==> src/logic/pid_types_pkg.sv <==
package pid_types_pkg;

	//////////////////////////////
	// datapath widths
	//////////////////////////////

	// parallel adc word
	localparam int W_SAMPLE = 18;
	// coefficients and setpoint share the config word width
	localparam int W_COEF = 16;
	// pid terms and the integrator
	localparam int W_TERM = 40;
	// output multiplier
	localparam int W_MULT = 10;
	// output right shift count
	localparam int W_SHIFT = 5;
	// oversample exponent, block length is 2**os_exp
	localparam int W_OS = 4;

	//////////////////////////////
	// datapath types
	//////////////////////////////

	typedef logic signed [W_SAMPLE-1:0] sample_t;
	typedef logic signed [W_COEF-1:0] coef_t;
	typedef logic signed [W_TERM-1:0] term_t;
	// multiplier and shift are magnitudes only
	typedef logic [W_MULT-1:0] mult_t;
	typedef logic [W_SHIFT-1:0] shift_t;

endpackage

==> src/logic/oversample_filter.sv <==
module oversample_filter import pid_types_pkg::*; #(
	parameter int OS_MAX = 8
) (
	input logic clk50_in,
	input logic sys_reset,
	input sample_t sample,
	input logic sample_valid,
	input logic [W_OS-1:0] os_exp,
	output sample_t filt_sample,
	output logic filt_valid
);

	// room for 2**OS_MAX full scale samples
	localparam int W_ACC = W_SAMPLE + OS_MAX;
	localparam int W_CNT = OS_MAX + 1;

	logic signed [W_ACC-1:0] acc;
	logic signed [W_ACC-1:0] acc_next;
	logic signed [W_ACC-1:0] mean;
	logic [W_CNT-1:0] cnt;
	logic [W_CNT-1:0] blk_last;
	logic [W_OS-1:0] cur_exp;
	logic [W_OS-1:0] blk_exp;
	logic blk_done;

	// exponent is sampled at block start and held until the block ends
	assign blk_exp = (cnt == '0) ? os_exp : cur_exp;
	assign blk_last = (W_CNT'(1) << blk_exp) - W_CNT'(1);
	assign blk_done = sample_valid && (cnt == blk_last);
	// sign extended running sum
	assign acc_next = acc + W_ACC'(sample);
	// divide by block length
	assign mean = acc_next >>> blk_exp;

	always_ff @(posedge clk50_in) begin
		if (sys_reset) begin
			acc <= '0;
			cnt <= '0;
			cur_exp <= '0;
			filt_valid <= 1'b0;
		end else begin
			filt_valid <= blk_done;
			if (sample_valid) begin
				if (cnt == '0)
					cur_exp <= os_exp;
				// restart the block on its last sample
				if (blk_done) begin
					acc <= '0;
					cnt <= '0;
				end else begin
					acc <= acc_next;
					cnt <= cnt + 1'b1;
				end
			end
		end
	end

	// mean word, only meaningful with filt_valid
	always_ff @(posedge clk50_in) begin
		if (blk_done)
			filt_sample <= mean[W_SAMPLE-1:0];
	end

endmodule

==> config.mk <==
export PLATFORM = sky130hd
export DESIGN_NAME = oversample_filter
export DESIGN_NICKNAME = d
export VERILOG_FILES = /design/src/logic/pid_types_pkg.sv /design/src/logic/oversample_filter.sv
export SDC_FILE = /design/constraint.sdc
export NUM_CORES = 1
export LEC_CHECK = 0
export ABC_AREA = 1
export BUFFER_PORTS_ARGS = -buffer_cell sky130_fd_sc_hd__buf_2
export CAP_MARGIN = 20
export CELL_PAD_IN_SITES_DETAIL_PLACEMENT = 1
export CELL_PAD_IN_SITES_GLOBAL_PLACEMENT = 2
export CORE_MARGIN = 1.5
export CORE_UTILIZATION = 31
export DETAILED_ROUTE_END_ITERATION = 6
export PLACE_DENSITY_LB_ADDON = 0.1
export SLEW_MARGIN = 15
export SYNTH_ARGS = -nofsm -noshare
export SYNTH_HDL_FRONTEND = slang
export SYNTH_SLANG_ARGS = --single-unit
==> constraint.sdc <==
create_clock -name clk50_in -period 5.6 [get_ports clk50_in]
set_input_delay 0 -clock clk50_in [delete_from_list [all_inputs] [get_ports clk50_in]]
set_output_delay 0 -clock clk50_in [all_outputs]
set_load 0.02 [all_outputs]
# [Word-level counts from Yosys, hierarchy flattened]
# Cells that the tools add are included.
[classes] add_sub_neg=3 multipliers=0 div=0 n_lt_le_gt_ge=0 n_eq_ne=1 shifts=2 n_mux=3 bitwise=0 reduce_logical=2
[ops] op="26-bit by 18-bit adder with 26-bit output" n=1
[ops] op="26-bit two-way mux" n=1
[ops] op="26-bit by 4-bit >>> shifter with 18-bit output" n=1
[ops] op="9-bit by 1-bit adder with 9-bit output (second input constant)" n=1
[ops] op="9-bit equality test" n=1
[ops] op="9-bit zero test" n=1
[ops] op="9-bit two-way mux" n=1
[ops] op="1-bit by 4-bit << shifter with 9-bit output (first input constant)" n=1
[ops] op="9-bit by 2-bit subtractor with 9-bit output (second input constant)" n=1
[ops] op="4-bit two-way mux" n=1
[ops] op="1-bit logical AND" n=1
[word_totals] register_bits=58 latchBits=0 ramBits=0 romBits=0 output_inout_bits=19 memories=0

# [Longest topological paths before layout]
[logic_depth] word_depth=7 depth_mapped=23

# [Least setup slack after synthesis]
# Ideal clock, no wire load.
[synth_path] path_type="reg2reg" from="register cnt[0]" to="register filt_sample[0] (enable)" setup_ns=0.373 arrival_time_ns=2.769 path_slack_ns=2.458 stages_incl_launch_ff=21 cell_sequence="dfxtp_1 inv_1 ha_1 nand2_4 nor2_8 nand2_4 nand2_1 nand2_2 nor2_4 nand2_2 ha_1 xnor2_1 nor2_1 nand2_1 nor2_1 nand3_1 nor2_2 nand2_1 nor2_1 nand2_1 inv_1"
[synth_between] elab_chain_len=6
[synth_lines] item="from (decl)" line_no="oversample_filter.sv:20" source="logic [W_CNT-1:0] cnt;"
[synth_lines] item="from (signal assigned)" line_no="oversample_filter.sv:52" source="cnt <= cnt + 1'b1;"
[synth_lines] item="9-bit zero test" line_no="oversample_filter.sv:27" source="assign blk_exp = (cnt == '0) ? os_exp : cur_exp;"
[synth_lines] item="4-bit two-way mux"
[synth_lines] item="1-bit by 4-bit << shifter with 9-bit output" line_no="oversample_filter.sv:28" source="assign blk_last = (W_CNT'(1) << blk_exp) - W_CNT'(1);"
[synth_lines] item="9-bit by 2-bit subtractor with 9-bit output" line_no="oversample_filter.sv:28"
[synth_lines] item="9-bit equality test (*)" line_no="oversample_filter.sv:29" source="assign blk_done = sample_valid && (cnt == blk_last);"
[synth_lines] item="1-bit logical AND (*)" line_no="oversample_filter.sv:29"
[synth_lines] item="net blk_done" line_no="oversample_filter.sv:24" source="logic blk_done;"
[synth_lines] item="to (signal assigned)" line_no="oversample_filter.sv:61" source="filt_sample <= mean[W_SAMPLE-1:0];"
[synth_lines] item="to (decl)" line_no="oversample_filter.sv:9" source="output sample_t filt_sample,"
# The timed path passes the listed nets; every way through them passes the cells marked *.
# A chain may end at the register's enable or synchronous reset.

# [Final worst setup path]
[layout_path] from="register cnt[0]" to="register filt_sample[12] (enable)"
# Same word-level chain as after synthesis.

==> flow_summary.toml <==
[floorplanning]
io_pins = 44
die_h_um = 135
die-area_um2 = 18300
core-area_um2 = 17200
rows = 48
start_util_pct = 31.5
dieWidth_um = 135

[logic_synthesis]
yosys_warnings = 0
syn_avg_cell_area_um2 = 6.67
synth-edff-count = 18
synthCells = 815
seq_area_frac_synth_pct = 24.7
synth_top_area_share_pct = 15.1
synth_nets = 869
yosysUniqueCellTypes = 42
synth_common_cells = "219 x nand2_1, 161 x nand3_1, 65 x inv_1, 45 x nor2_1"
synth-async-reset-ratio_pct = 0
synthTopCellsByArea = "nand2_1 15%, nand3_1 15%, dfxtp_1 15%"
ys.flop_type = "dfxtp_1"
synth_area_um2 = 5440
ys_ff_latch = 58
yosysMostFrequentCell = "nand2_1"
synth_top_area_cell = "nand2_1"

[placement]
hpwl_um = 15200
io_buffer_count = 43
gp_congestion = 0.954

[detailed_routing]
firstDrtPassIters = 4
drt-initial-drc-count = 255
totalWireLength_um = 18900
wl_per_cell_um = 17.6
ant_nets = 0
drc = 0
dr_total_vias = 5551
vias_per_cell = 5.17

[worst_setup_path]
crit_path_top_delay_cell = "inv_1"
end_kind = "flip-flop"
worstPathMaxFanout = 30
cp-start-kind = "flip-flop"
crit_chain = "inv_1 > ha_1 > nand2_4 > nor2_8 > nand3_2 > nand2_4 > inv_4 > nor2_4 > nand2_2 > ha_1 > xnor2_1 > nor2_1 > nand2_1 > nor2_1 > nand3_1 > nor2_2 > nand2_1 > nor2_1 > nand2_1 > inv_1"
arrival_ns = 3.86
worstSetupPathType = "flip-flop to flip-flop"
crit_required_ns = 5.58
critPathMaxStageDelay_ns = 0.52

[clock_network]
cts_root_buf = "clkbuf_16"
post_cts_buffers = 0
cts_resized = 0
cts_buffers = 9
clkSlewWorstSetupHoldPaths_ns = 0.06
cts_tree = "done"
hold_buffers = 0
htree_levels = 3
clkLatencyLatePin_ns = 0.35
clock-sinks = 58
clockBufferDepth = 2

[sta]
fin_setup_tns_ns = 0
worst_slew_pin_slew_ns = 0.902
skew_ns = 0.00505
post-route-min-period_ns = 3.87
drv_slew = 0
rsz0062_at_grt = "no"
finalCritPeriodShare_pct = 69.1
setup_viol = 0
max-slew-margin-rel_pct = 39.9
fmax_mhz = 258
finalHoldViolCount = 0

[grt]
antenna_found_initial = 0
grt_overflow_total = 0
grt_pass1_vias = 5785
grt_max_degree = 40
grt_use_total_pct = 22.0
grt_pass1_wl_um = 31200

[cells_and_area]
nFillCells = 2210
layout-drive-gt1-share_pct = 16.7
areaGrowthSynthToFinish_pct = 13.0
fin_nets = 898
diodes = 0

[flow_run]
cap_viol_max_count = 0

[min_path]
min_path_type = "input pin to flip-flop"

[power_and_ir_drop]
p_leak_nw = 2.94
power_density_nw_per_um2 = 328
total_power_mw = 2.02
vdd_drop_max_mv = 0.157

[run_status]
outcome = "complete, no violations"
path summary, 6_finish.rpt:
check                                from         endpoint  slack (ns)  depth (start not counted)
worst max-delay path               cnt[0]  filt_sample[12]        1.73                         20
worst min-delay path            sample[0]           acc[0]        0.13                          4
worst max register to register     cnt[0]  filt_sample[12]        1.73                         20
worst min register to register     acc[0]           acc[0]        0.47                          2
power breakdown:
group	switching, mW	internal (mW)	leakage [nW]
clock network	0.235	0.438	0.170
logic	0.587	0.266	2.28
registers	0.0165	0.475	0.491
total	0.838	1.18	2.94
through the flow:
stage	hold slack (ns)	worst slack [ns]	util (%)	cells	instance area [µm²]
finish	0.134	1.73	35.7	1074	6150
global route	0.200	1.43	35.7	1074	6150
global placement	0.428	1.88	33.6	1058	5800
floorplan	0.211	2.46	-	815	5440
CTS	0.147	1.72	35.7	1074	6150
detailed placement	0.425	1.72	33.6	1058	5800
worst max-delay path: cells and delay by family (launching register included):
family | cells | cell delay [ns]
buf+inv | 3 | 0.85
flops | 1 | 0.33
fa+ha+maj | 2 | 0.51
simple gates | 14 | 1.67
xor+xnor | 1 | 0.14
sequential cells by signal, indices dropped and copies added, names as in the netlist:
| name | count |
|---|---|
| cnt | 9 |
| filt_valid | 1 |
| filt_sample | 18 |
| acc | 26 |
| cur_exp | 4 |
final cells by class:
cell class	instances	area (µm²)	share of cell area, %
multi-input cells	653	3650	59.4
flip-flops and latches	58	1340	21.8
inverters	77	294	4.78
well taps	225	282	4.58
repair buffers	45	230	3.75
clock buffers	9	225	3.66
clock inverters	7	125	2.04
placed cells by master, fill, tap and decap left out, types with 2 or more instances in the layout:
| cell | count |
|---|---|
| xor2_1 | 16 |
| nand3_1 | 161 |
| a31oi_1 | 2 |
| nor2_2 | 3 |
| buf_2 | 43 |
| or2_2 | 2 |
| dfxtp_1 | 40 |
| nor2_1 | 45 |
| nand3_2 | 21 |
| nand4_1 | 12 |
| nand2_1 | 219 |
| xnor2_1 | 6 |
| o21ai_0 | 25 |
| nor3_1 | 8 |
| nand3b_1 | 2 |
| buf_4 | 2 |
| inv_2 | 10 |
| inv_1 | 65 |
| a21o_1 | 2 |
| o21bai_1 | 6 |
| nand2_2 | 8 |
| a21oi_2 | 19 |
| clkbuf_16 | 9 |
| o211ai_1 | 5 |
| nand2_4 | 8 |
| inv_4 | 2 |
| edfxtp_1 | 18 |
| a22oi_1 | 2 |
| ha_1 | 28 |
| nor2_8 | 3 |
| bufinv_16 | 3 |
| nor2_4 | 2 |
| a21oi_1 | 40 |
| clkinv_4 | 3 |
metal layers:
metal	wire length [µm]	part of all wire, %	GRT usage, %	up-vias
met1	8820	47	28.3	2653
met2	9360	49	38.6	71
met4	234	1.2	4.90	0
li1	-	-	-	2807
met5	0	0	0	-
met3	500	2.6	3.48	20
kinds of logic after synthesis:
group                    share of synthesized area (%)
buffers and inverters                             8.22
adder cells (fa/ha/maj)                           6.81
AO/OA/AOI/OAI                                     11.6
AND/OR/NAND/NOR                                   45.1
XOR/XNOR                                          3.54
flip-flops                                        24.7
Power figures use the tool's default switching activity.
