`src/logic/pid_types_pkg.sv`:
```
package pid_types_pkg;

	//////////////////////////////
	// datapath widths
	//////////////////////////////

	// parallel adc word
	localparam int W_SAMPLE = 18;
	// coefficients and setpoint share the config word width
	localparam int W_COEF = 16;
	// pid terms and the integrator
	localparam int W_TERM = 40;
	// output multiplier
	localparam int W_MULT = 10;
	// output right shift count
	localparam int W_SHIFT = 5;
	// oversample exponent, block length is 2**os_exp
	localparam int W_OS = 4;

	//////////////////////////////
	// datapath types
	//////////////////////////////

	typedef logic signed [W_SAMPLE-1:0] sample_t;
	typedef logic signed [W_COEF-1:0] coef_t;
	typedef logic signed [W_TERM-1:0] term_t;
	// multiplier and shift are magnitudes only
	typedef logic [W_MULT-1:0] mult_t;
	typedef logic [W_SHIFT-1:0] shift_t;

endpackage

```
`src/logic/pid_cfg_ifs.sv`:
```
// gain settings shared by both pid paths
interface gain_cfg_if import pid_types_pkg::*; ();
	coef_t setpoint;
	coef_t p_coef;
	coef_t i_coef;
	coef_t d_coef;
	// loop closed when high
	logic lock_en;

	modport source (
		output setpoint, p_coef, i_coef, d_coef, lock_en
	);
	modport sink (
		input setpoint, p_coef, i_coef, d_coef, lock_en
	);
endinterface


```
`src/logic/pd_path.sv`:
```
module pd_path import pid_types_pkg::*; (
	input logic clk50_in,
	input logic sys_reset,
	input sample_t filt_sample,
	input logic filt_valid,
	gain_cfg_if.sink gain,
	output term_t pd_term,
	output logic terms_valid
);

	// one guard bit for setpoint minus sample
	localparam int W_ERR = W_SAMPLE + 1;

	logic signed [W_ERR-1:0] err;
	logic signed [W_ERR-1:0] prev_err;
	logic signed [W_ERR:0] delta;
	term_t p_prod;
	term_t d_prod;

	//////////////////////////////
	// error and products
	//////////////////////////////

	assign err = gain.setpoint - filt_sample;
	// backward difference for the derivative
	assign delta = err - prev_err;
	// both products sign extended to term width before the multiply
	assign p_prod = gain.p_coef * err;
	assign d_prod = gain.d_coef * delta;

	//////////////////////////////
	// registers
	//////////////////////////////

	always_ff @(posedge clk50_in) begin
		if (sys_reset) begin
			prev_err <= '0;
			pd_term <= '0;
			terms_valid <= 1'b0;
		end else begin
			// terms land in step with the integral path
			terms_valid <= filt_valid;
			if (filt_valid)
				pd_term <= p_prod + d_prod;
			// history held at zero while the loop is open
			if (!gain.lock_en)
				prev_err <= '0;
			else if (filt_valid)
				prev_err <= err;
		end
	end

endmodule

```
`src/flat_wrapper.sv`:
```
// flat-port wrapper written by rule: the top's interface ports become plain ports
module pd_path_flat import pid_types_pkg::*;
  (clk50_in, sys_reset, filt_sample, filt_valid, pd_term, terms_valid, gain_setpoint, gain_p_coef, gain_i_coef, gain_d_coef, gain_lock_en);
  gain_cfg_if gain_i ();
  input logic clk50_in;
  input logic sys_reset;
  input sample_t filt_sample;
  input logic filt_valid;
  output term_t pd_term;
  output logic terms_valid;
  input wire logic [$bits(gain_i.setpoint)-1:0] gain_setpoint;
  input wire logic [$bits(gain_i.p_coef)-1:0] gain_p_coef;
  input wire logic [$bits(gain_i.i_coef)-1:0] gain_i_coef;
  input wire logic [$bits(gain_i.d_coef)-1:0] gain_d_coef;
  input wire logic [$bits(gain_i.lock_en)-1:0] gain_lock_en;
  assign gain_i.setpoint = gain_setpoint;
  assign gain_i.p_coef = gain_p_coef;
  assign gain_i.i_coef = gain_i_coef;
  assign gain_i.d_coef = gain_d_coef;
  assign gain_i.lock_en = gain_lock_en;
  pd_path u_core (.clk50_in(clk50_in), .sys_reset(sys_reset), .filt_sample(filt_sample), .filt_valid(filt_valid), .gain(gain_i), .pd_term(pd_term), .terms_valid(terms_valid));
endmodule
```
`config.mk`:
```
export PLATFORM = sky130hd
export DESIGN_NAME = pd_path_flat
export DESIGN_NICKNAME = d
export VERILOG_FILES = /design/src/logic/pid_types_pkg.sv /design/src/logic/pid_cfg_ifs.sv /design/src/logic/pd_path.sv /design/src/flat_wrapper.sv
export SDC_FILE = /design/constraint.sdc
export NUM_CORES = 2
export LEC_CHECK = 0
export BUFFER_PORTS_ARGS = -buffer_cell sky130_fd_sc_hd__buf_2
export CAP_MARGIN = 20
export CORE_ASPECT_RATIO = 0.75
export CORE_MARGIN = 2
export CORE_UTILIZATION = 50
export CTS_CLUSTER_SIZE = 30
export DETAILED_ROUTE_END_ITERATION = 12
export PLACE_DENSITY_LB_ADDON = 0.1
export SLEW_MARGIN = 20
export SYNTH_ARGS = -nofsm -noshare
export SYNTH_HDL_FRONTEND = slang
export SYNTH_SLANG_ARGS = --single-unit
export TNS_END_PERCENT = 20
```
`constraint.sdc`:
```
create_clock -name clk50_in -period 15.1 [get_ports clk50_in]
set_input_delay 2.265 -clock clk50_in [delete_from_list [all_inputs] [get_ports clk50_in]]
set_output_delay 2.265 -clock clk50_in [all_outputs]
set_load 0.02 [all_outputs]
```
# == After elaboration in Yosys (flattened, before gate mapping) ==
# Index checks and enable logic that the tools add are counted.
# classes
n_reduce_logical,1
n_addsub,3
n_bitwise,1
n_mul,2
# ops
op,n
40-bit adder,1
16-bit by 20-bit multiplier with 36-bit output,1
16-bit by 19-bit multiplier with 35-bit output,1
19-bit by 19-bit subtractor with 20-bit output,1
16-bit by 18-bit subtractor with 19-bit output,1
2-bit OR reduction,1
1-bit NOT,1
# word_totals
wordCells,10
out_inout_bits,41
in_bits,86
regBits,60

# == Depth between registers and ports, before layout ==
# depth
depth_word,4
mapped_depth,52
depth_no_buf,50

# == Worst setup path after synthesis ==
# No wires, ideal clock.
# synth_path
kind,input -> register
from,input gain_setpoint[0]
to,register u_core.pd_term[35]
n_path_buf,2
setup_ns,0.120
cell_stages,45
arrival_time_ns,12.907
slack_ns,2.073
required_ns,14.980
path_cell_list,inv_1 ha_1 fa_1 nor2b_1 o21a_1 o21ai_0 a21oi_1 a21oi_1 xnor2_1 clkbuf_1 ha_1 a21o_1 a21o_1 a21oi_1 nand2_1 o211a_1 o31ai_2 a21boi_0 [... 9 more ...] fa_1 inv_1 ha_1 and3_1 and3_1 a41oi_1 o21ai_0 xor2_1 ha_1 nand3_2 or4_4 a2111oi_4 nor3_2 a211oi_2 nor2_1 o21ai_4 a31oi_4 a211o_1
# synth_via
elab_chain_cells,4
elab_cells_between_ends,5
classes_between,add/sub (3); mul (2)
# synth_rtl
item,line,rtl
start: declaration,flat_wrapper.sv:11,input wire logic [$bits(gain_i.setpoint)-1:0] gain_setpoint;
16-bit by 18-bit subtractor with 19-bit output *,pd_path.sv:24,assign err = gain.setpoint - filt_sample;
named net u_core.err[8],pd_path.sv:14,logic signed [W_ERR-1:0] err;
19-bit by 19-bit subtractor with 20-bit output,pd_path.sv:26,assign delta = err - prev_err;
16-bit by 20-bit multiplier with 36-bit output,pd_path.sv:29,assign d_prod = gain.d_coef * delta;
40-bit adder *,pd_path.sv:44,pd_term <= p_prod + d_prod;
end signal: assignment,pd_path.sv:44,
end: declaration,pd_path.sv:7,"output term_t pd_term,"
# The timed path passes the listed nets; every way through them passes the cells marked *.
# A chain may end at the register's enable or synchronous reset.

# == Worst setup path in the final report ==
# layout_path
from,input gain_setpoint[0]
to,register u_core.pd_term[34]
# layout_via
elab_chain_cells,4
elab_cells_between_ends,5
classes_between,add/sub (3); mul (2)
# layout_rtl
item,line
16-bit by 18-bit subtractor with 19-bit output *,pd_path.sv:24
19-bit by 19-bit subtractor with 20-bit output,pd_path.sv:26
16-bit by 20-bit multiplier with 36-bit output,pd_path.sv:29
40-bit adder *,pd_path.sv:44
# Every way passes the cells marked *; elsewhere a longest branch is shown, timed or not.

==> results.py <==
metrics = {
    "hold_path": {
        "hold_class": "register to register",
    },
    "worst_setup_path": {
        "r2r_start": "u_core.prev_err[0]$_SDFFE_PP0P_",
        "crit_path_start": "gain_setpoint[0]",
        "regToRegSetupSlack_ns": 4.20,
        "arrival_ns": 14.24,
        "cp-end-kind": "register",
        "worstRegToRegCells": 39,
        "reg2reg_to": "u_core.pd_term[34]$_SDFFE_PP0P_",
        "crit_type": "primary input to register",
        "cp_num_buf_inv": 6,
        "cp_top_family": "adder cells",
        "crit_path_end": "u_core.pd_term[34]$_SDFFE_PP0P_",
        "crit_path_start_kind": "primary input",
        "slowest_delay_ns": 0.59,
        "critical_path_cell_count": 45,
        "cp.required_ns": 15.30,
        "cp_common_cell": "fa_1",
        "path_max_fanout": 5,
        "cp_slowest_cell": "a221oi_1",
    },
    "drt": {
        "routedWlPerCell_um": 17.3,
        "firstDrtPassIters": 5,
        "wl_mm": 70.1,
        "ant_nets": 0,
        "post_drt_via_cell_ratio": 5.32,
        "via_count": 21543,
        "drtIter0Drc": 1031,
        "drc": 0,
    },
    "clock_tree": {
        "cts_hold_buf": 0,
        "cts-resized-gates": 0,
        "h-tree-depth": 3,
        "cts_tree": "done",
        "clock_latency_ns": 0.37,
        "clkTransAtPathRegs_ns": 0.06,
        "cts_inserted_buffers": 9,
        "cts_sinks": 60,
        "clock_path_buffers": 2,
        "cts_root_buffer": "clkbuf_16",
        "post_cts_buffers": 0,
    },
    "placed_design": {
        "hpwl_mm": 58.8,
        "gp_congestion": 0.935,
        "io_buffers": 110,
        "placed_area_um2": 29900,
        "dp_cells": 4033,
    },
    "floorplan": {
        "initial_utilization_pct": 50.9,
        "core_um2": 56200,
        "std_cell_rows": 75,
        "num_io_pins": 127,
        "chipHeight_um": 211,
        "dieArea_um2": 59100,
        "die_w_um": 280,
    },
    "synth": {
        "yosys.area.top_type_share_pct": 43.4,
        "synthFlopType": "dfxtp_1",
        "syn_nets": 4229,
        "async_reset_ff_share_pct": 0,
        "synth_area_per_cell_um2": 8.74,
        "yosys_register_bits": 60,
        "syn_inst": 3272,
        "ys_seq_area_share_pct": 4.20,
        "synth_area_leaders": "fa_1 (43%), ha_1 (11%), inv_1 (9.8%)",
        "synth_area_leader_cell": "fa_1",
        "synth_area_um2": 28600,
        "synth_edf_count": 0,
        "ys_warn_count": 0,
        "synth.distinct_cells": 70,
    },
    "layout": {
        "final_common_cell": "inv_1",
        "area_growth_pct": 5.73,
        "instances_no_fill": 4049,
        "final_cell_mix": "inv_1 (747), fa_1 (619), nand2_1 (390)",
        "drive_above_1_share_pct": 5.85,
        "fin_area_um2": 30200,
        "n_antenna_cell": 0,
        "nets": 4270,
    },
    "sta": {
        "rsz0062_at_grt": "false",
        "final_max_slew_viol_count": 0,
        "layout_min_cycle_time_ns": 14.03,
        "fmax_ghz": 0.0713,
        "holdWs_ns": 0.462,
        "tns_ns": 0,
        "max_slew_margin_pct": 27.6,
        "min_period_over_period_pct": 92.9,
        "setup_viol": 0,
        "finClkSkew_ns": 0.0172,
        "hold_viol": 0,
        "tightest_slew_ns": 1.08,
    },
    "run_status": {
        "status": "complete, no violations",
    },
    "grt": {
        "grt_pass1_vias": 23133,
        "antenna_found_initial": 0,
        "grt_pass1_wl_mm": 119,
        "grt_max_degree": 50,
        "grt_overflow_total": 0,
        "grt.total_usage_pct": 25.3,
    },
    "job": {
        "maxCapViolCount": 0,
    },
}
-- layout make-up --
| class | instances | area [um2] |
|---|---|---|
| Sequential cell | 60 | 1200 |
| Tap cell | 731 | 915 |
| Inverter | 749 | 2810 |
| Clock buffer | 9 | 225 |
| Timing Repair Buffer | 148 | 836 |
| Clock inverter | 7 | 76.3 |
| Fill cell | 5281 | 26000 |
| Multi-Input combinational cell | 2345 | 24200 |
-- cell families (layout without fill, tap and decap cells) --
logic type / count (synthesis) / count (layout) / synth area share (%)
AO/OA/AOI/OAI: 370 / 370 / 8.77
AND/OR/NAND/NOR: 925 / 925 / 15.6
multiplexers: 37 / 37 / 1.30
XOR/XNOR: 142 / 142 / 4.35
flip-flops: 60 / 60 / 4.20
adder cells (fa/ha/maj): 871 / 871 / 54.4
buffers and inverters: 867 / 913 / 11.4
-- synth_stat cells, drive strengths merged (5+ instances only) --
cell	n
o22ai	6
o21a	24
fa	619
and2	216
o211ai	5
or2	8
nand2	390
inv	747
o21ai	57
or3	6
xnor2	112
nand3	20
a21boi	5
a21o	67
a22oi	7
mux2i	36
nor2	137
xor2	30
o21bai	9
a211o	6
nor3	19
clkbuf	105
nor2b	61
buf	13
dfxtp	60
a21oi	111
nand2b	42
a211oi	24
ha	252
and3	12
a31oi	7
-- registers in the layout, summed over array words and instances (netlist names) --
signal,count
u_core.prev_err,19
u_core.pd_term,40
u_core.terms_valid,1
-- worst min-delay path, cell delays in order (launching register included) --
cell     delay [ns]
dfxtp_1        0.31
nand2_1        0.05
o21ai_1        0.05
-- how the worst min path moves through the flow --
stage | depth (start not counted) | end | start | slack (ns)
floorplan | 2 | u_core.prev_err[12]$_SDFFE_PP0P_ | u_core.prev_err[12]$_SDFFE_PP0P_ | 0.45
global placement | 2 | u_core.pd_term[33]$_SDFFE_PP0P_ | u_core.pd_term[33]$_SDFFE_PP0P_ | 0.44
detailed placement | 2 | u_core.pd_term[31]$_SDFFE_PP0P_ | u_core.pd_term[31]$_SDFFE_PP0P_ | 0.45
CTS | 2 | u_core.pd_term[31]$_SDFFE_PP0P_ | u_core.pd_term[31]$_SDFFE_PP0P_ | 0.46
global route | 2 | u_core.pd_term[31]$_SDFFE_PP0P_ | u_core.pd_term[31]$_SDFFE_PP0P_ | 0.48
finish | 2 | u_core.pd_term[31]$_SDFFE_PP0P_ | u_core.pd_term[31]$_SDFFE_PP0P_ | 0.46
-- through the flow --
stage | utilization [%] | setup WS, ns
3_5_place_dp | 53.2 | 0.840
6_report | 53.8 | 1.07
4_1_cts | 53.8 | 1.17
2_1_floorplan | - | 2.07
3_3_place_gp | 53.2 | 1.17
5_1_grt | 53.8 | 0.433
-- layer usage --
layer,GRT usage [%],up-vias,share of wire (%)
met5,0,-,0
met4,4.02,0,1.3
met3,3.90,54,5.4
met2,41.7,477,47
met1,36.1,11044,46
li1,-,9968,-
Power is left out: the tool's default activity adds up to more than one toggle a clock period on the data nets, which glitch-free logic cannot reach.
