File: config.mk
export PLATFORM = sky130hd
export DESIGN_NAME = output_stage_flat
export DESIGN_NICKNAME = d
export VERILOG_FILES = /design/src/logic/pid_types_pkg.sv /design/src/logic/pid_cfg_ifs.sv /design/src/logic/output_stage.sv /design/src/flat_wrapper.sv
export SDC_FILE = /design/constraint.sdc
export NUM_CORES = 2
export LEC_CHECK = 0
export ABC_AREA = 1
export BUFFER_PORTS_ARGS = -buffer_cell sky130_fd_sc_hd__buf_2
export CAP_MARGIN = 20
export CORE_ASPECT_RATIO = 2
export CORE_MARGIN = 10
export CORE_UTILIZATION = 57
export CTS_BUF_LIST = sky130_fd_sc_hd__clkbuf_4
export CTS_CLUSTER_SIZE = 16
export DETAILED_ROUTE_END_ITERATION = 8
export MAX_ROUTING_LAYER = met4
export PLACE_DENSITY_LB_ADDON = 0.25
export SLEW_MARGIN = 20
export SYNTH_ARGS = -nofsm -noshare
export SYNTH_HDL_FRONTEND = slang
export SYNTH_SLANG_ARGS = --single-unit
File: constraint.sdc
create_clock -name clk50_in -period 24.9 [get_ports clk50_in]
set_input_delay 4.98 -clock clk50_in [delete_from_list [all_inputs] [get_ports clk50_in]]
set_output_delay 4.98 -clock clk50_in [all_outputs]
set_load 0.01 [all_outputs]
File: src/logic/pid_types_pkg.sv
package pid_types_pkg;

	//////////////////////////////
	// datapath widths
	//////////////////////////////

	// parallel adc word
	localparam int W_SAMPLE = 18;
	// coefficients and setpoint share the config word width
	localparam int W_COEF = 16;
	// pid terms and the integrator
	localparam int W_TERM = 40;
	// output multiplier
	localparam int W_MULT = 10;
	// output right shift count
	localparam int W_SHIFT = 5;
	// oversample exponent, block length is 2**os_exp
	localparam int W_OS = 4;

	//////////////////////////////
	// datapath types
	//////////////////////////////

	typedef logic signed [W_SAMPLE-1:0] sample_t;
	typedef logic signed [W_COEF-1:0] coef_t;
	typedef logic signed [W_TERM-1:0] term_t;
	// multiplier and shift are magnitudes only
	typedef logic [W_MULT-1:0] mult_t;
	typedef logic [W_SHIFT-1:0] shift_t;

endpackage

File: src/logic/pid_cfg_ifs.sv


// output scaling and dac bounds
interface output_cfg_if import pid_types_pkg::*; #(
	parameter int W_OUT = 16
) ();
	// bounds and init are unsigned dac codes
	logic [W_OUT-1:0] out_min;
	logic [W_OUT-1:0] out_max;
	logic [W_OUT-1:0] out_init;
	mult_t mult;
	shift_t shift;

	modport source (
		output out_min, out_max, out_init, mult, shift
	);
	modport sink (
		input out_min, out_max, out_init, mult, shift
	);
endinterface

File: src/logic/output_stage.sv
module output_stage import pid_types_pkg::*; #(
	parameter int W_OUT = 16
) (
	input logic clk50_in,
	input logic sys_reset,
	input term_t pd_term,
	input term_t i_term,
	input logic terms_valid,
	input logic inject,
	input logic lock_en,
	output_cfg_if.sink outp,
	output logic [W_OUT-1:0] out_word,
	output logic out_valid
);

	localparam int W_SUM = W_TERM + 1;
	// sum times a zero extended multiplier
	localparam int W_PROD = W_SUM + W_MULT + 1;
	// plus the init offset
	localparam int W_FIN = W_PROD + 1;

	term_t held_pd;
	term_t held_i;
	term_t use_pd;
	term_t use_i;
	logic signed [W_SUM-1:0] term_sum;
	logic signed [W_MULT:0] mult_s;
	logic signed [W_PROD-1:0] scaled;
	logic signed [W_PROD-1:0] s1_val;
	logic s1_fire;
	logic s1_valid;
	logic signed [W_FIN-1:0] pre;
	logic signed [W_FIN-1:0] lo;
	logic signed [W_FIN-1:0] hi;
	logic signed [W_FIN-1:0] clamped;

	//////////////////////////////
	// stage one, sum and scale
	//////////////////////////////

	// fresh terms win over held ones when inject coincides
	assign use_pd = terms_valid ? pd_term : held_pd;
	assign use_i = terms_valid ? i_term : held_i;
	assign term_sum = use_pd + use_i;
	assign mult_s = {1'b0, outp.mult};
	assign scaled = (term_sum * mult_s) >>> outp.shift;
	assign s1_fire = terms_valid | inject;

	always_ff @(posedge clk50_in) begin
		if (sys_reset) begin
			held_pd <= '0;
			held_i <= '0;
			s1_valid <= 1'b0;
		end else begin
			s1_valid <= s1_fire;
			// keep the last terms for later injects
			if (terms_valid) begin
				held_pd <= pd_term;
				held_i <= i_term;
			end
		end
	end

	// open loop drops the pid contribution so only init remains
	always_ff @(posedge clk50_in) begin
		if (s1_fire)
			s1_val <= lock_en ? scaled : '0;
	end

	//////////////////////////////
	// stage two, offset and clamp
	//////////////////////////////

	// unsigned codes get a zero sign bit
	assign pre = s1_val + $signed({1'b0, outp.out_init});
	assign lo = $signed({1'b0, outp.out_min});
	assign hi = $signed({1'b0, outp.out_max});

	always_comb begin
		if (pre > hi)
			clamped = hi;
		else if (pre < lo)
			clamped = lo;
		else
			clamped = pre;
	end

	always_ff @(posedge clk50_in) begin
		if (sys_reset)
			out_valid <= 1'b0;
		else
			out_valid <= s1_valid;
	end

	// dac code, sign bit discarded after the clamp
	always_ff @(posedge clk50_in) begin
		if (s1_valid)
			out_word <= clamped[W_OUT-1:0];
	end

endmodule

File: src/flat_wrapper.sv
// flat-port wrapper written by rule: the top's interface ports become plain ports
module output_stage_flat import pid_types_pkg::*;
#(
	parameter int W_OUT = 16
)
  (clk50_in, sys_reset, pd_term, i_term, terms_valid, inject, lock_en, out_word, out_valid, outp_out_min, outp_out_max, outp_out_init, outp_mult, outp_shift);
  output_cfg_if #(.W_OUT(W_OUT)) outp_i ();
  input logic clk50_in;
  input logic sys_reset;
  input term_t pd_term;
  input term_t i_term;
  input logic terms_valid;
  input logic inject;
  input logic lock_en;
  output logic [W_OUT-1:0] out_word;
  output logic out_valid;
  input wire logic [$bits(outp_i.out_min)-1:0] outp_out_min;
  input wire logic [$bits(outp_i.out_max)-1:0] outp_out_max;
  input wire logic [$bits(outp_i.out_init)-1:0] outp_out_init;
  input wire logic [$bits(outp_i.mult)-1:0] outp_mult;
  input wire logic [$bits(outp_i.shift)-1:0] outp_shift;
  assign outp_i.out_min = outp_out_min;
  assign outp_i.out_max = outp_out_max;
  assign outp_i.out_init = outp_out_init;
  assign outp_i.mult = outp_mult;
  assign outp_i.shift = outp_shift;
  output_stage #(.W_OUT(W_OUT)) u_core (.clk50_in(clk50_in), .sys_reset(sys_reset), .pd_term(pd_term), .i_term(i_term), .terms_valid(terms_valid), .inject(inject), .lock_en(lock_en), .outp(outp_i), .out_word(out_word), .out_valid(out_valid));
endmodule
# Word level (Yosys, flattened, before mapping)

Cells that the tools add are included.

Bits in registers: 150
Input port bits: 148
Output and inout port bits: 17
Logic and storage cells: 17

Add/sub/neg operators: 2
Multiply operators: 1
$lt $le $gt $ge: 2
Shift-type cells: 1
Multiplexer cells: 4
Bitwise logic cells: 1

Operators by type and width:

| cell                                     | number |
|---|---|
| two-way mux 40 bit                       | 2 |
| adder 52 x 17 -> 53 bit                  | 1 |
| greater-than comparator 53 x 17 -> 1 bit | 1 |
| < comparator 53 x 17 -> 1 bit            | 1 |
| multiplier 41 x 11 -> 52 bit             | 1 |
| >>> shifter 52 x 5 -> 52 bit             | 1 |
| adder 40 x 40 -> 41 bit                  | 1 |
| two-way mux 16 bit                       | 2 |
| OR 1 bit                                 | 1 |

# Longest topological paths before layout

Depth in word-level cells: 4
Mapped depth: 52
Depth with buffers taken out: 50

# Worst setup path after synthesis

Ideal clock, no wire load.

Kind: input-to-reg
Start: input port terms_valid
End: register u_core.s1_val[41], data pin
Setup time: 0.270 ns
Arrival time: 12.507 ns
Data required time: 24.630 ns
Path slack: 12.123 ns
Stages on the path: 42
Buffers on the path: 3
Cells stage by stage: clkbuf_1 > inv_2 > clkbuf_1 > nand2_1 > nand2_1 > ha_1 > inv_1 > fa_1 > inv_1 > nand3_1 > nand2_1 > a21oi_1 > o21ai_0 > a21oi_1 > o21ai_0 > nand3_1 > nand3_1 > xor2_1 > (+6 left out) > inv_1 > fa_1 > inv_1 > ha_1 > nand2_1 > nor2_1 > nand2_1 > nor2_1 > inv_1 > nor2_1 > nand2_1 > nand3_1 > nand2_1 > nand2_1 > inv_1 > nand2_1 > clkbuf_1 > a21oi_1

Word-level cells in the longest chain between the ends: 4
Elaborated cells on any way between the ends: 5
Classes of those cells: add/sub: 1; mul: 1; shift: 1; mux: 2

Ends and longest elaborated chain:

| element                      | line               | RTL |
|---|---|---|
| start, declared              | flat_wrapper.sv:12 | `input logic terms_valid;` |
| two-way mux 40 bit           | -                  |  |
| net u_core.use_i[0]          | output_stage.sv:25 | `term_t use_i;` |
| adder 40 x 40 -> 41 bit      | output_stage.sv:44 | `assign term_sum = use_pd + use_i;` |
| multiplier 41 x 11 -> 52 bit | output_stage.sv:46 | `assign scaled = (term_sum * mult_s) >>> outp.shift;` |
| >>> shifter 52 x 5 -> 52 bit | output_stage.sv:46 |  |
| end signal, assigned         | output_stage.sv:67 | `s1_val <= lock_en ? scaled : '0;` |
| end, declared                | output_stage.sv:29 | `logic signed [W_PROD-1:0] s1_val;` |

The timed path passes the listed nets, and every way through them passes these cells.
A chain may end at the register's enable or synchronous reset.

# Final worst setup path

Start: input port terms_valid
End: register u_core.s1_val[29], data pin

The elaborated chain is that of the path after synthesis.

==> summary.md <==
| Metric | Value |
|---|---|
| Gate Count Post-Synth | 4696 |
| Crit start category | input port |
| Root Driver | clkbuf_4 |
| Deepest clock path buffer count | 3 |
| Top cells by area, synth | fa_1 (23%), nand2_1 (18%), inv_1 (11%) |
| Critical path's largest stage delay | 0.73 ns |
| Crit path DAT | 16.17 ns |
| First-pass GRT wire length | 177 mm |
| Vias per cell | 5.73 |
| Endpoints failing setup | 0 |
| Initial antenna violation count | 5 |
| Final hold slack | 0.474 ns |
| # hold bufs at CTS | 0 |
| Antenna-violating nets left | 0 |
| Tcrit/Tclk final | 63.1% |
| Drt drc | 0 |
| Post-synth EDFFs | 68 |
| Most common cell after layout, fill and taps aside | nand2_1 |
| Die Width | 183 um |
| Final setup margin | a little over 9 ns |
| Initial core utilization | 57.4% |
| Largest net degree at the start of global routing | 83 |
| Mapped Area | approximately 30000 sq um |
| Hold crit path type | reg2reg |
| Fmax | 63.7 MHz |
| Total iterations of the first detailed-routing run | 8 |
| CP Max Fanout | 81 |
| Worst r2r src | u_core.held_i[1]$_SDFF_PP0_ |
| Post_cts resized | 0 |
| Fin. Hold Viols | 0 |
| CORE AREA | about 53000 sq um |
| Most frequent cells in the layout | nand2_1 (1449), inv_1 (873), nand3_1 (543) |
| Crit path time final | 15.71 ns |
| CP Buf/Inv Count | 8 |
| CP startpoint | terms_valid |
| RSZ-0062 raised after global routing | false |
| Routed len/inst | 21.1 um |
| Gp weighted congestion | ~1.1 |
| Seq/Total Area, Yosys | 12.2% |
| Slew Limit Fails | 0 |
| Post-synth net total | 5389 |
| Yosys warning count | 0 |
| Nets | 5455 |
| Post-DP HPWL | between 90 and 100 mm |
| Area growth syn-to-layout | 5.11% |
| Slew @ Worst Pin | 1.10 ns |
| CTS Buf Count | 25 |
| Seq cells post-synth | 150 |
| WS Path Type | in2reg |
| CP Data Required Time | 25.35 ns |
| Num rows | 119 |
| Top cell type's share of synthesized area | 22.9% |
| Die Ht | around 350 um |
| Top_reg_cell synth | dfxtp_1 |
| Input/output buffers | approximately 160 |
| Async SR Flop Fraction | 0% |
| Global route total overflow | 0 |
| Final worst clock skew | 0.0408 ns |
| Synth Area per Inst | 6.45 sq um |
| Post-place setup slack | approximately 8.9 ns |
| Post CTS Setup Buffer Count | 0 |
| Max-cap check violation count | 0 |
| Crit. End Element | register |
| Min-delay src | u_core.held_i[21]$_SDFF_PP0_ |
| Largest area contributor in the netlist | fa_1 |
| Via count | 31200 |
| IO Count | 165 |
| CTS clk-pin slew, worst paths | 0.13 ns |
| Clk_lat worst skew | 0.70 ns |
| Routed WL | 115 mm |
| Run status | complete, no violations |
| CP top delay family | adder cells |
| GRT Overall Usage | 37.4% |
| Worst path slowest cell | o21ai_0 |
| Cell mode on critical path | nand2_1 |
| Share of layout cells above drive strength 1 | 6.23% |
| CTS Sinks | 150 |
| H-Tree Level Count | 4 |
| 1st-iter DRT viols | 2703 |
| DIE AREA | 63300 sq um |
| Yosys cell types | 50 |
| Total Neg Setup Slack | 0 ns |
| Number of global-route vias before repair | 32100 |
| Worst rel slew slack | between 20% and 30% |
| CTS tree | yes |
## synthesized netlist by cell type (36+ instances only)
master and n:
ha_1 198, o21ai_0 51, dfxtp_1 82, edfxtp_1 68, a21oi_1 220, nor2_1 390
or2_2 50, nor3_1 36, inv_1 874, fa_1 347, nand4_1 67, clkbuf_1 104
nand3_1 543, nand2_1 1450
## registers in the layout, summed over array words and instances, names as in the netlist
name              count
u_core.out_valid      1
u_core.s1_val        52
u_core.out_word      16
u_core.held_pd       40
u_core.held_i        40
u_core.s1_valid       1
## per-layer routing
| layer | track usage (%) | share of wire (%) | vias up | wire, um |
|---|---|---|---|---|
| met3 | 5.28 | 6.2 | 485 | 7090 |
| met2 | 65.8 | 52 | 1400 | 59600 |
| li1 | - | - | 14700 | - |
| met4 | 30.1 | 9.2 | 0 | 10600 |
| met5 | - | 0 | - | 0 |
| met1 | 35.5 | 33 | 14600 | 37600 |
## worst reg2reg max path, delay by kind of cell (launching register included)
kind	cells	cell delay, ns
fa+ha+maj	7	3.51
simple gates	17	3.01
compound gates	6	2.21
xor+xnor	1	0.52
flops	1	0.32
buf+inv	4	0.27
## cell families (layout without fill, tap and decap cells)
logic type               count (synthesis)  after routing  synth area share (%)
multiplexers                             3              3                0.0992
XOR/XNOR                                67             67                  1.94
flip-flops                             150            150                  12.2
AO/OA/AOI/OAI                          328            328                  5.89
adder cells (fa/ha/maj)                545            545                  31.1
other                                    0              5                     0
AND/OR/NAND/NOR                       2576           2576                  36.0
buffers and inverters                 1027           1098                  12.8
## through the flow
stage	util (%)	cell area [sq um]	cells
2_1_floorplan	-	30300	4696
3_5_place_dp	59.8	31500	5400
4_1_cts	60.3	31800	5432
5_1_grt	60.4	31800	5437
6_report	60.4	31800	5437
3_3_place_gp	59.8	31500	5400
## worst paths after layout
| path | depth (start not counted) | slack, ns | endpoint |
|---|---|---|---|
| setup / recovery | 40 | 9.19 | u_core.s1_val[29]$_SDFFCE_PN0P_ |
| hold / removal | 2 | 0.47 | u_core.held_i[21]$_SDFF_PP0_ |
| setup reg to reg | 35 | 14.85 | u_core.s1_val[29]$_SDFFCE_PN0P_ |
| hold reg to reg | 2 | 0.47 | u_core.held_i[21]$_SDFF_PP0_ |
## area by class of cell
class                           count  area [sq um]
Sequential cell                   150          3680
Clock inverter                      6          83.8
Multi-Input combinational cell   3519         22800
Antenna cell                        5          12.5
Tap cell                          665           832
Fill cell                        5343         20900
Inverter                          887          3330
Timing Repair Buffer              179           933
Clock buffer                       26           195
Power is not shown: default switching activity piles up to over one toggle a cycle in this logic, so the estimate is an artifact.
