### config.mk
export PLATFORM = sky130hd
export DESIGN_NAME = integral_path_flat
export DESIGN_NICKNAME = d
export VERILOG_FILES = /design/src/logic/pid_types_pkg.sv /design/src/logic/pid_cfg_ifs.sv /design/src/logic/integral_path.sv /design/src/flat_wrapper.sv
export SDC_FILE = /design/constraint.sdc
export NUM_CORES = 1
export LEC_CHECK = 0
export BUFFER_PORTS_ARGS = -buffer_cell sky130_fd_sc_hd__buf_2
export CAP_MARGIN = 20
export CORE_UTILIZATION = 59
export CTS_BUF_LIST = sky130_fd_sc_hd__clkbuf_2 sky130_fd_sc_hd__clkbuf_4 sky130_fd_sc_hd__clkbuf_8
export DETAILED_ROUTE_END_ITERATION = 10
export PLACE_DENSITY = 0.81
export SYNTH_ARGS = -nofsm -noshare
export SYNTH_HDL_FRONTEND = slang
export SYNTH_SLANG_ARGS = --single-unit
### constraint.sdc
create_clock -name clk50_in -period 10.73 [get_ports clk50_in]
set_input_delay 1.073 -clock clk50_in [delete_from_list [all_inputs] [get_ports clk50_in]]
set_output_delay 1.073 -clock clk50_in [all_outputs]
set_load 0.01 [all_outputs]
### src/logic/pid_types_pkg.sv
package pid_types_pkg;

	//////////////////////////////
	// datapath widths
	//////////////////////////////

	// parallel adc word
	localparam int W_SAMPLE = 18;
	// coefficients and setpoint share the config word width
	localparam int W_COEF = 16;
	// pid terms and the integrator
	localparam int W_TERM = 40;
	// output multiplier
	localparam int W_MULT = 10;
	// output right shift count
	localparam int W_SHIFT = 5;
	// oversample exponent, block length is 2**os_exp
	localparam int W_OS = 4;

	//////////////////////////////
	// datapath types
	//////////////////////////////

	typedef logic signed [W_SAMPLE-1:0] sample_t;
	typedef logic signed [W_COEF-1:0] coef_t;
	typedef logic signed [W_TERM-1:0] term_t;
	// multiplier and shift are magnitudes only
	typedef logic [W_MULT-1:0] mult_t;
	typedef logic [W_SHIFT-1:0] shift_t;

endpackage

### src/logic/pid_cfg_ifs.sv
// gain settings shared by both pid paths
interface gain_cfg_if import pid_types_pkg::*; ();
	coef_t setpoint;
	coef_t p_coef;
	coef_t i_coef;
	coef_t d_coef;
	// loop closed when high
	logic lock_en;

	modport source (
		output setpoint, p_coef, i_coef, d_coef, lock_en
	);
	modport sink (
		input setpoint, p_coef, i_coef, d_coef, lock_en
	);
endinterface


### src/logic/integral_path.sv
module integral_path import pid_types_pkg::*; (
	input logic clk50_in,
	input logic sys_reset,
	input sample_t filt_sample,
	input logic filt_valid,
	gain_cfg_if.sink gain,
	output term_t i_term
);

	localparam int W_ERR = W_SAMPLE + 1;
	// signed limits of the accumulator
	localparam term_t TERM_MAX = {1'b0, {(W_TERM-1){1'b1}}};
	localparam term_t TERM_MIN = {1'b1, {(W_TERM-1){1'b0}}};

	logic signed [W_ERR-1:0] err;
	term_t i_prod;
	// one extra bit to spot overflow
	logic signed [W_TERM:0] acc_sum;
	term_t acc_sat;

	// same error as the pd path, formed locally
	assign err = gain.setpoint - filt_sample;
	assign i_prod = gain.i_coef * err;
	assign acc_sum = i_term + i_prod;

	// top two bits differ on overflow, sign bit picks the rail
	always_comb begin
		if (acc_sum[W_TERM] != acc_sum[W_TERM-1])
			acc_sat = acc_sum[W_TERM] ? TERM_MIN : TERM_MAX;
		else
			acc_sat = acc_sum[W_TERM-1:0];
	end

	//////////////////////////////
	// integrator
	//////////////////////////////

	always_ff @(posedge clk50_in) begin
		if (sys_reset) begin
			i_term <= '0;
		end else if (!gain.lock_en) begin
			// open loop keeps the integrator empty
			i_term <= '0;
		end else if (filt_valid) begin
			i_term <= acc_sat;
		end
	end

endmodule

### src/flat_wrapper.sv
// flat-port wrapper written by rule: the top's interface ports become plain ports
module integral_path_flat import pid_types_pkg::*;
  (clk50_in, sys_reset, filt_sample, filt_valid, i_term, gain_setpoint, gain_p_coef, gain_i_coef, gain_d_coef, gain_lock_en);
  gain_cfg_if gain_i ();
  input logic clk50_in;
  input logic sys_reset;
  input sample_t filt_sample;
  input logic filt_valid;
  output term_t i_term;
  input wire logic [$bits(gain_i.setpoint)-1:0] gain_setpoint;
  input wire logic [$bits(gain_i.p_coef)-1:0] gain_p_coef;
  input wire logic [$bits(gain_i.i_coef)-1:0] gain_i_coef;
  input wire logic [$bits(gain_i.d_coef)-1:0] gain_d_coef;
  input wire logic [$bits(gain_i.lock_en)-1:0] gain_lock_en;
  assign gain_i.setpoint = gain_setpoint;
  assign gain_i.p_coef = gain_p_coef;
  assign gain_i.i_coef = gain_i_coef;
  assign gain_i.d_coef = gain_d_coef;
  assign gain_i.lock_en = gain_lock_en;
  integral_path u_core (.clk50_in(clk50_in), .sys_reset(sys_reset), .filt_sample(filt_sample), .filt_valid(filt_valid), .gain(gain_i), .i_term(i_term));
endmodule
# ---- After elaboration in Yosys (flattened, before gate mapping)
# Cells that the tools add are included.
dict set report word_totals {
  register_bits 40
  in_bits 86
}
dict set report classes {
  reduce_logical 1
  n_eq_ne 1
  addsub 2
  muxes 2
  n_mul 1
  bitwise 1
}
# op count
set ops {}
lappend ops {{2-to-1 mux 40 bit} 2}
lappend ops {{adder 40 x 35 -> 41 bit} 1}
lappend ops {{multiplier 16 x 19 -> 35 bit} 1}
lappend ops {{subtractor 16 x 18 -> 19 bit} 1}
lappend ops {{OR reduction 2 bit} 1}
lappend ops {{inequality test 1 bit} 1}
lappend ops {{NOT 1 bit} 1}

# ---- Longest topological paths before layout
# Gate-level depths: netlist of the first run.
dict set report logic_depth {
  depth_word 5
  mapped_depth 40
}

# ---- Worst setup path before layout of the first run
# Ideal clock, no wire load.
dict set report synth_timing {
  path_type {in2reg}
  start {in gain_setpoint[0]}
  end {reg u_core.i_term[37]}
  slack_ps 780
  required_time_ps 10598
  setup_ps 132
  arrival_ps 9818
  path_buffers 2
  stages 35
  path_cell_list {inv_1 > ha_1 > inv_1 > fa_1 > a21o_1 > a21oi_1 > o21bai_1 > a21o_1 > a2111oi_1 > nor3_1 > a2111oi_2 > o211ai_1 > o21ai_1 > buf_2 > nand2_1 > fa_1 > fa_1 > fa_1 > inv_1 > fa_1 > fa_1 > inv_1 > fa_1 > inv_1 > ha_1 > a21o_1 > a211oi_1 > nand2_1 > or4_4 > nand4_1 > mux2i_1 > a2111oi_4 > buf_6 > maj3_2 > a21oi_1}
}
dict set report synth_between {
  elab_chain_cells 5
  word_cells_on_any_way 6
  cone_classes {add/sub (2); mul (1); eq/ne (1); mux (2)}
}
# element line
set synth_lines {}
lappend synth_lines {{from (decl)} flat_wrapper.sv:10} ;# input wire logic [$bits(gain_i.setpoint)-1:0] gain_setpoint;
lappend synth_lines {{subtractor 16 x 18 -> 19 bit (*)} integral_path.sv:22} ;# assign err = gain.setpoint - filt_sample;
lappend synth_lines {{multiplier 16 x 19 -> 35 bit (*)} integral_path.sv:23} ;# assign i_prod = gain.i_coef * err;
lappend synth_lines {{adder 40 x 35 -> 41 bit (*)} integral_path.sv:24} ;# assign acc_sum = i_term + i_prod;
lappend synth_lines {{2-to-1 mux 40 bit / inequality test 1 bit (equally long branches)} {integral_path.sv:29, integral_path.sv:28}}
lappend synth_lines {{2-to-1 mux 40 bit (*)} integral_path.sv:28} ;# if (acc_sum[W_TERM] != acc_sum[W_TERM-1])
lappend synth_lines {{to (signal assigned)} integral_path.sv:45} ;# i_term <= acc_sat;
lappend synth_lines {{to (decl)} integral_path.sv:7} ;# output term_t i_term
# Mark *: on every way between the ends. The rest lies on a longest branch, timed or not.
# A chain may end at the register's enable or synchronous reset.

# ---- Worst setup path after layout of the first run
dict set report layout_timing {
  start {in gain_setpoint[0]}
  end {reg u_core.i_term[8]}
}
# The elaborated chain is that of the path after synthesis.

==> impl_metrics.tcl, run 1 <==
set metrics [dict create \
    outcome "finished, final reports clean" \
    ys_types 62 \
    port-buffer-count 93 \
    avgSynthCellArea_sq_um 8.71 \
    core_sq_um 27200 \
    die_h_um 169 \
    grt_max_degree 80 \
    htree_levels 2 \
    end_kind "flip-flop" \
    wire_per_inst_um 16.8 \
    synth_enable_flop_cells 0 \
    area_growth_pct 6.98 \
    die_x_um 169 \
    finalHoldViolations 0 \
    drc 0 \
    hold_depth 2 \
    cts_resized 0 \
    slew_viol_final 0 \
    path_max_fanout 40 \
    yosys_register_bits 40 \
    preCtsSetupSlack_ns -0.143 \
    finalWorstSetupSlack_ns 0.397 \
    vias_per_cell 5.46 \
    cpMostUsedCell "fa_1" \
    wl_um 39100 \
    path_class "primary input to flip-flop" \
    period_minus_slack_ns 10.33 \
    clockRootBuffer "clkbuf_8" \
    diodes 0 \
    startpoint_type "primary input" \
    num_rows 60 \
    synthTopCellsByArea "fa_1 45%, inv_1 11%, ha_1 10%" \
    ant_nets 0 \
    clk_transition_reported_paths_ns 0.09 \
    synth_nets 2486 \
    ys_dominant_reg_cell "dfxtp_1" \
    synthesis.area_sq_um 16500 \
    synthArstFlopShare_pct 0 \
    ys_seq_area_share_pct 4.85 \
    numCtsBuffers 5 \
    synth_most_common_cell "inv_1" \
    drt_pass1_iterations 5 \
    largest_reg_flops 40 \
    relSlewSlack_pct 32.1 \
    ff2ff_path_depth 21 \
    drt_iter0_drc 748 \
    hpwl_um 33100 \
    synth_top_area_share_pct 44.6 \
    yosys-top-cells-count "504 x inv_1, 368 x fa_1, 203 x nand2_1, 136 x ha_1, 108 x and2_1" \
    yosys_warnings 0 \
    tightestPinTransition_ns 1.01 \
    fmax_mhz 96.8 \
    netlist_instances 1896 \
    setup_violations 0 \
    timing.final.crit_share_pct 96.3 \
    cts_tree "done" \
    clockBufferDepth 2 \
    top_register "u_core.i_term" \
    holdCritPathClass "flip-flop to flip-flop" \
    place_congestion 0.952 \
    cts.sinks 40 \
    track_usage_pct 29.3 \
    final_nets 2552 \
    maxCapViolCount 0 \
    crit_path_max_incr_delay_ns 0.69 \
    ctsHoldBuffers 0 \
    grt_pass1_wl_um 66900 \
    arrival_ns 10.50 \
    yosysTopAreaCell "fa_1" \
    drive_above_1_share_pct 8.66 \
    dieArea_sq_um 28700 \
    boundaryPins 126 \
    cpMaxStageDelayCell "fa_1" \
    worst_clock_skew_ns 0.0109 \
    antenna_found_initial 0 \
    start_util_pct 60.8 \
    reg_top3 "u_core.i_term x40" \
    via_count 12748 \
    overflow 0 \
    grt_pass1_vias 14055 \
    cts_setup_buffers 0 \
    required_ns 10.89 \
    clk_latency_ns 0.31 \
]
area by class of cell:
type | instances | area [sq um]
well taps | 372 | 465
clock inverters | 2 | 10.0
clock buffers | 6 | 82.6
inverters | 505 | 1900
fillers | 2210 | 9500
repair buffers | 144 | 890
multi-input cells | 1266 | 13500
flip-flops and latches | 40 | 801
cells in the final DEF (no fill, tap or decap), types with 3 or more instances in the layout:
cell type / n
buf_4: 47
nand2b_1: 4
a21oi_1: 80
xor2_1: 22
o21bai_1: 7
and2_1: 108
nor2_1: 47
clkbuf_8: 6
inv_1: 504
xnor2_2: 3
a31oi_1: 10
a21o_1: 24
xnor2_1: 29
and3_1: 3
o31ai_1: 3
nand3_1: 13
buf_12: 3
nor3_1: 7
nand2_1: 203
o21ai_0: 68
or2_2: 5
o211ai_1: 3
a211oi_1: 3
nor2b_1: 20
and4_1: 3
nand4_1: 9
o21a_1: 7
fa_1: 368
buf_2: 93
maj3_1: 38
a21boi_0: 5
ha_1: 136
dfxtp_1: 40
worst max-delay path: cells and delay by family:
family,cells,cell delay (ns)
fa+ha+maj,10,4.41
compound gates,12,2.73
buf+inv,9,1.10
simple gates,4,1.05
mux,1,0.12
per-stage QoR:
| stage | cells | cell area, sq um | TNS [ns] | hold slack [ns] | util (%) |
|---|---|---|---|---|---|
| floorplan | 1896 | 16500 | 0 | 0.553 | - |
| global placement | 2327 | 17500 | 0 | 0.527 | 64.5 |
| detailed placement | 2327 | 17500 | -3.02 | 0.538 | 64.5 |
| CTS | 2335 | 17600 | 0 | 0.552 | 64.9 |
| global route | 2335 | 17700 | -0.451 | 0.588 | 65.0 |
| finish | 2335 | 17700 | 0 | 0.551 | 65.0 |
kinds of logic (layout without fill, tap and decap cells):
group | after synthesis | count (layout) | share of synthesized area, %
simple gates | 429 | 429 | 12.4
flops | 40 | 40 | 4.85
fa+ha+maj | 543 | 543 | 57.3
xor+xnor | 55 | 55 | 2.92
compound gates | 236 | 236 | 8.72
buf+inv | 590 | 657 | 13.7
mux | 3 | 3 | 0.189
final timing paths:
kind                      from               end  slack (ns)
max           gain_setpoint[0]  u_core.i_term[8]        0.40
min           u_core.i_term[0]  u_core.i_term[0]        0.55
min reg2reg   u_core.i_term[0]  u_core.i_term[0]        0.55
max reg2reg  u_core.i_term[15]  u_core.i_term[8]        4.52
metal layers:
layer | vias up | global-route usage [%] | wire length, um
met3 | 85 | 3.10 | 2110
met5 | - | 0 | 0
met2 | 410 | 53.3 | 20500
li1 | 5782 | - | -
met1 | 6471 | 37.0 | 15600
met4 | 0 | 8.11 | 940
Power of run 1 is left out: the tool's default activity adds up to more than one toggle a clock period on the data nets, which glitch-free logic cannot reach.
==> run 2, diff against run 1 <==
--- a/config.mk
+++ b/config.mk
@@ -5,12 +5,13 @@
 export SDC_FILE = /design/constraint.sdc
 export NUM_CORES = 1
 export LEC_CHECK = 0
-export BUFFER_PORTS_ARGS = -buffer_cell sky130_fd_sc_hd__buf_2
+export ABC_AREA = 1
 export CAP_MARGIN = 20
 export CORE_UTILIZATION = 59
 export CTS_BUF_LIST = sky130_fd_sc_hd__clkbuf_2 sky130_fd_sc_hd__clkbuf_4 sky130_fd_sc_hd__clkbuf_8
 export DETAILED_ROUTE_END_ITERATION = 10
-export PLACE_DENSITY = 0.81
+export DONT_BUFFER_PORTS = 1
+export PLACE_DENSITY = 0.78
 export SYNTH_ARGS = -nofsm -noshare
 export SYNTH_HDL_FRONTEND = slang
 export SYNTH_SLANG_ARGS = --single-unit
==> run 2 against run 1 <==
  * Maximum frequency increased by 12%
  * Area after synthesis rose by 2.7%
  * Sequential cell count did not move
  * Via count is 5.8% higher
  * Critical path depth is 3 higher
  * Global-route usage is 2.6 points higher
  * Wire length is 11% higher
  * Hold slack gained 0.063 ns
  * Register-to-register slack improved by 0.82 ns
  * Highest routed layer unchanged
  * Largest cell class unchanged
  * Die area up 2.7%
  * Critical path type unchanged
==> impl_metrics.tcl, run 2 <==
set metrics [dict create \
    grt_max_degree 50 \
    clockBufferDepth 2 \
    min_from "u_core.i_term[32]" \
    final_common_cell "inv_1" \
    num_rows 61 \
    wl_um 43600 \
    synthXorXnorAreaFrac_pct 1.44 \
    place_congestion 0.983 \
    top_register "u_core.i_term" \
    grt_pass1_wl_um 72000 \
    fmax_mhz 109 \
    ys_types 46 \
    ctsHoldBuffers 0 \
    drc 0 \
    synth_most_common_cell "inv_1" \
    yosys_warnings 0 \
    required_ns 10.92 \
    port-buffer-count 0 \
    ys_dominant_reg_cell "dfxtp_1" \
    drt_iter0_drc 928 \
    cts_resized 0 \
    end_kind "flip-flop" \
    crit_path_max_incr_delay_ns 0.71 \
    cpMaxStageDelayCell "fa_1" \
    final_nets 2749 \
    via_count 13493 \
    synth_compound_area_share_pct 6.02 \
    yosys_register_bits 40 \
    cts_setup_buffers 0 \
    dieArea_sq_um 29500 \
    outcome "finished, final reports clean" \
    setup_violations 0 \
    netlist_instances 2192 \
    maxCapViolCount 0 \
    synthMuxAreaShare_pct 0 \
    arrival_ns 9.40 \
    dp_cells 2530 \
    avgSynthCellArea_sq_um 7.74 \
    synthArstFlopShare_pct 0 \
    timing.final.crit_share_pct 85.8 \
    largest_reg_flops 40 \
    rsz0062_at_grt "no" \
    final_util_pct 62.0 \
    cts.sinks 40 \
    slew_viol_final 0 \
    hpwl_um 38800 \
    synth_top_area_share_pct 43.4 \
    antenna_found_initial 0 \
    core_sq_um 28000 \
    whs_endpoint "u_core.i_term[32]" \
    synth_top_family_by_area "adder cells" \
    start_util_pct 60.6 \
    startpoint_type "primary input" \
    final_cell_mix "612 x inv_1, 435 x nand2_1, 368 x fa_1" \
    synthesis.area_sq_um 17000 \
    vias_per_cell 5.32 \
    boundaryPins 126 \
    htree_levels 2 \
    hold_depth 2 \
    overflow 0 \
    yosys-top-cells-count "612 x inv_1, 435 x nand2_1, 368 x fa_1, 193 x nor2_1, 136 x ha_1" \
    track_usage_pct 31.9 \
    synthSimpleGateAreaFrac_pct 19.2 \
    path_max_fanout 27 \
    synth_nets 2782 \
    ys_seq_area_share_pct 4.72 \
    area_growth_pct 2.29 \
    period_minus_slack_ns 9.21 \
    yosys.area_share.adder_pct 53.4 \
    synthTopCellsByArea "fa_1 43%, inv_1 14%, ha_1 10%" \
    clk_latency_ns 0.31 \
    reg_top3 "u_core.i_term x40" \
    path_class "primary input to flip-flop" \
    final_cells 2538 \
    die_h_um 172 \
    clockRootBuffer "clkbuf_8" \
    drt_pass1_iterations 6 \
    tns_ns 0 \
    diodes 0 \
    yosysTopAreaCell "fa_1" \
    cts_tree "done" \
    ant_nets 0 \
    grt_pass1_vias 14137 \
    r2r_slack_ns 5.34 \
    r2r-start "u_core.i_term[15]" \
    relSlewSlack_pct 26.2 \
    die_x_um 172 \
    holdCritPathClass "flip-flop to flip-flop" \
    regToRegEndpoint "u_core.i_term[28]" \
    numCtsBuffers 5 \
    clk_transition_reported_paths_ns 0.10 \
    synth_enable_flop_cells 0 \
    drive_above_1_share_pct 5.05 \
    finalHoldViolations 0 \
    worst_clock_skew_ns 0.00930 \
    tightestPinTransition_ns 1.11 \
    wire_per_inst_um 17.2 \
    fin_hold_ws_ns 0.614 \
    ff2ff_path_depth 24 \
]
-- run 2: cell types whose count changed after synthesis, sizes merged, moves of 25 or more --
cell | before | now
nor2 | 47 | 200
o21ai | 70 | 45
nand2 | 203 | 461
clkbuf | 72 | 35
inv | 504 | 621
and2 | 108 | 0
maj3 | 39 | 0
nand3 | 13 | 62
-- run 2: area by class of cell --
type / instances / area (sq um)
multi-input combinational: 1481 / 13600
fill: 2537 / 10600
inverter: 627 / 2360
sequential: 40 / 801
tap: 378 / 473
clock buffer: 7 / 90.1
timing repair buffer: 4 / 30.0
clock inverter: 1 / 7.51
-- run 2: layer usage --
layer / global-route usage [%] / routed length, um / up-vias
met5: 0 / 0 / -
met4: 8.23 / 1170 / 0
met3: 4.46 / 3010 / 79
met2: 55.6 / 21500 / 526
met1: 41.7 / 17800 / 6592
li1: - / - / 6296
-- run 2: logic make-up after synthesis --
group / count (synthesis)
AO/OA/AOI/OAI: 170
AND/OR/NAND/NOR: 780
buffers and inverters: 671
flip-flops: 40
adder cells (fa/ha/maj): 504
XOR/XNOR: 27
-- run 2: critical path, delay by kind of cell --
family	cells	cell delay (ns)
AOI/OAI and AO/OA	1	0.13
buffers and inverters	10	1.09
adders and majority gates	9	4.53
and+or+nand+nor	19	2.54
-- run 2: how the worst max path moves through the flow --
stage	cells after the start	startpoint	slack, ns	endpoint
2_1_floorplan	40	gain_setpoint[0]	2.42	u_core.i_term[17]
3_3_place_gp	39	gain_setpoint[0]	1.32	u_core.i_term[29]
3_5_place_dp	39	gain_setpoint[0]	1.20	u_core.i_term[28]
4_1_cts	39	gain_setpoint[0]	1.49	u_core.i_term[30]
5_1_grt	39	gain_setpoint[0]	0.88	u_core.i_term[25]
6_report	39	gain_setpoint[0]	1.52	u_core.i_term[28]
-- run 2: through the flow --
| stage | cell area, sq um | worst slack, ns |
|---|---|---|
| floorplan | 17000 | 2.42 |
| CTS | 17400 | 1.49 |
| detailed placement | 17300 | 1.20 |
| global route | 17400 | 0.883 |
| global placement | 17300 | 1.32 |
| finish | 17400 | 1.52 |
Power of run 2 is left out for the same reason.
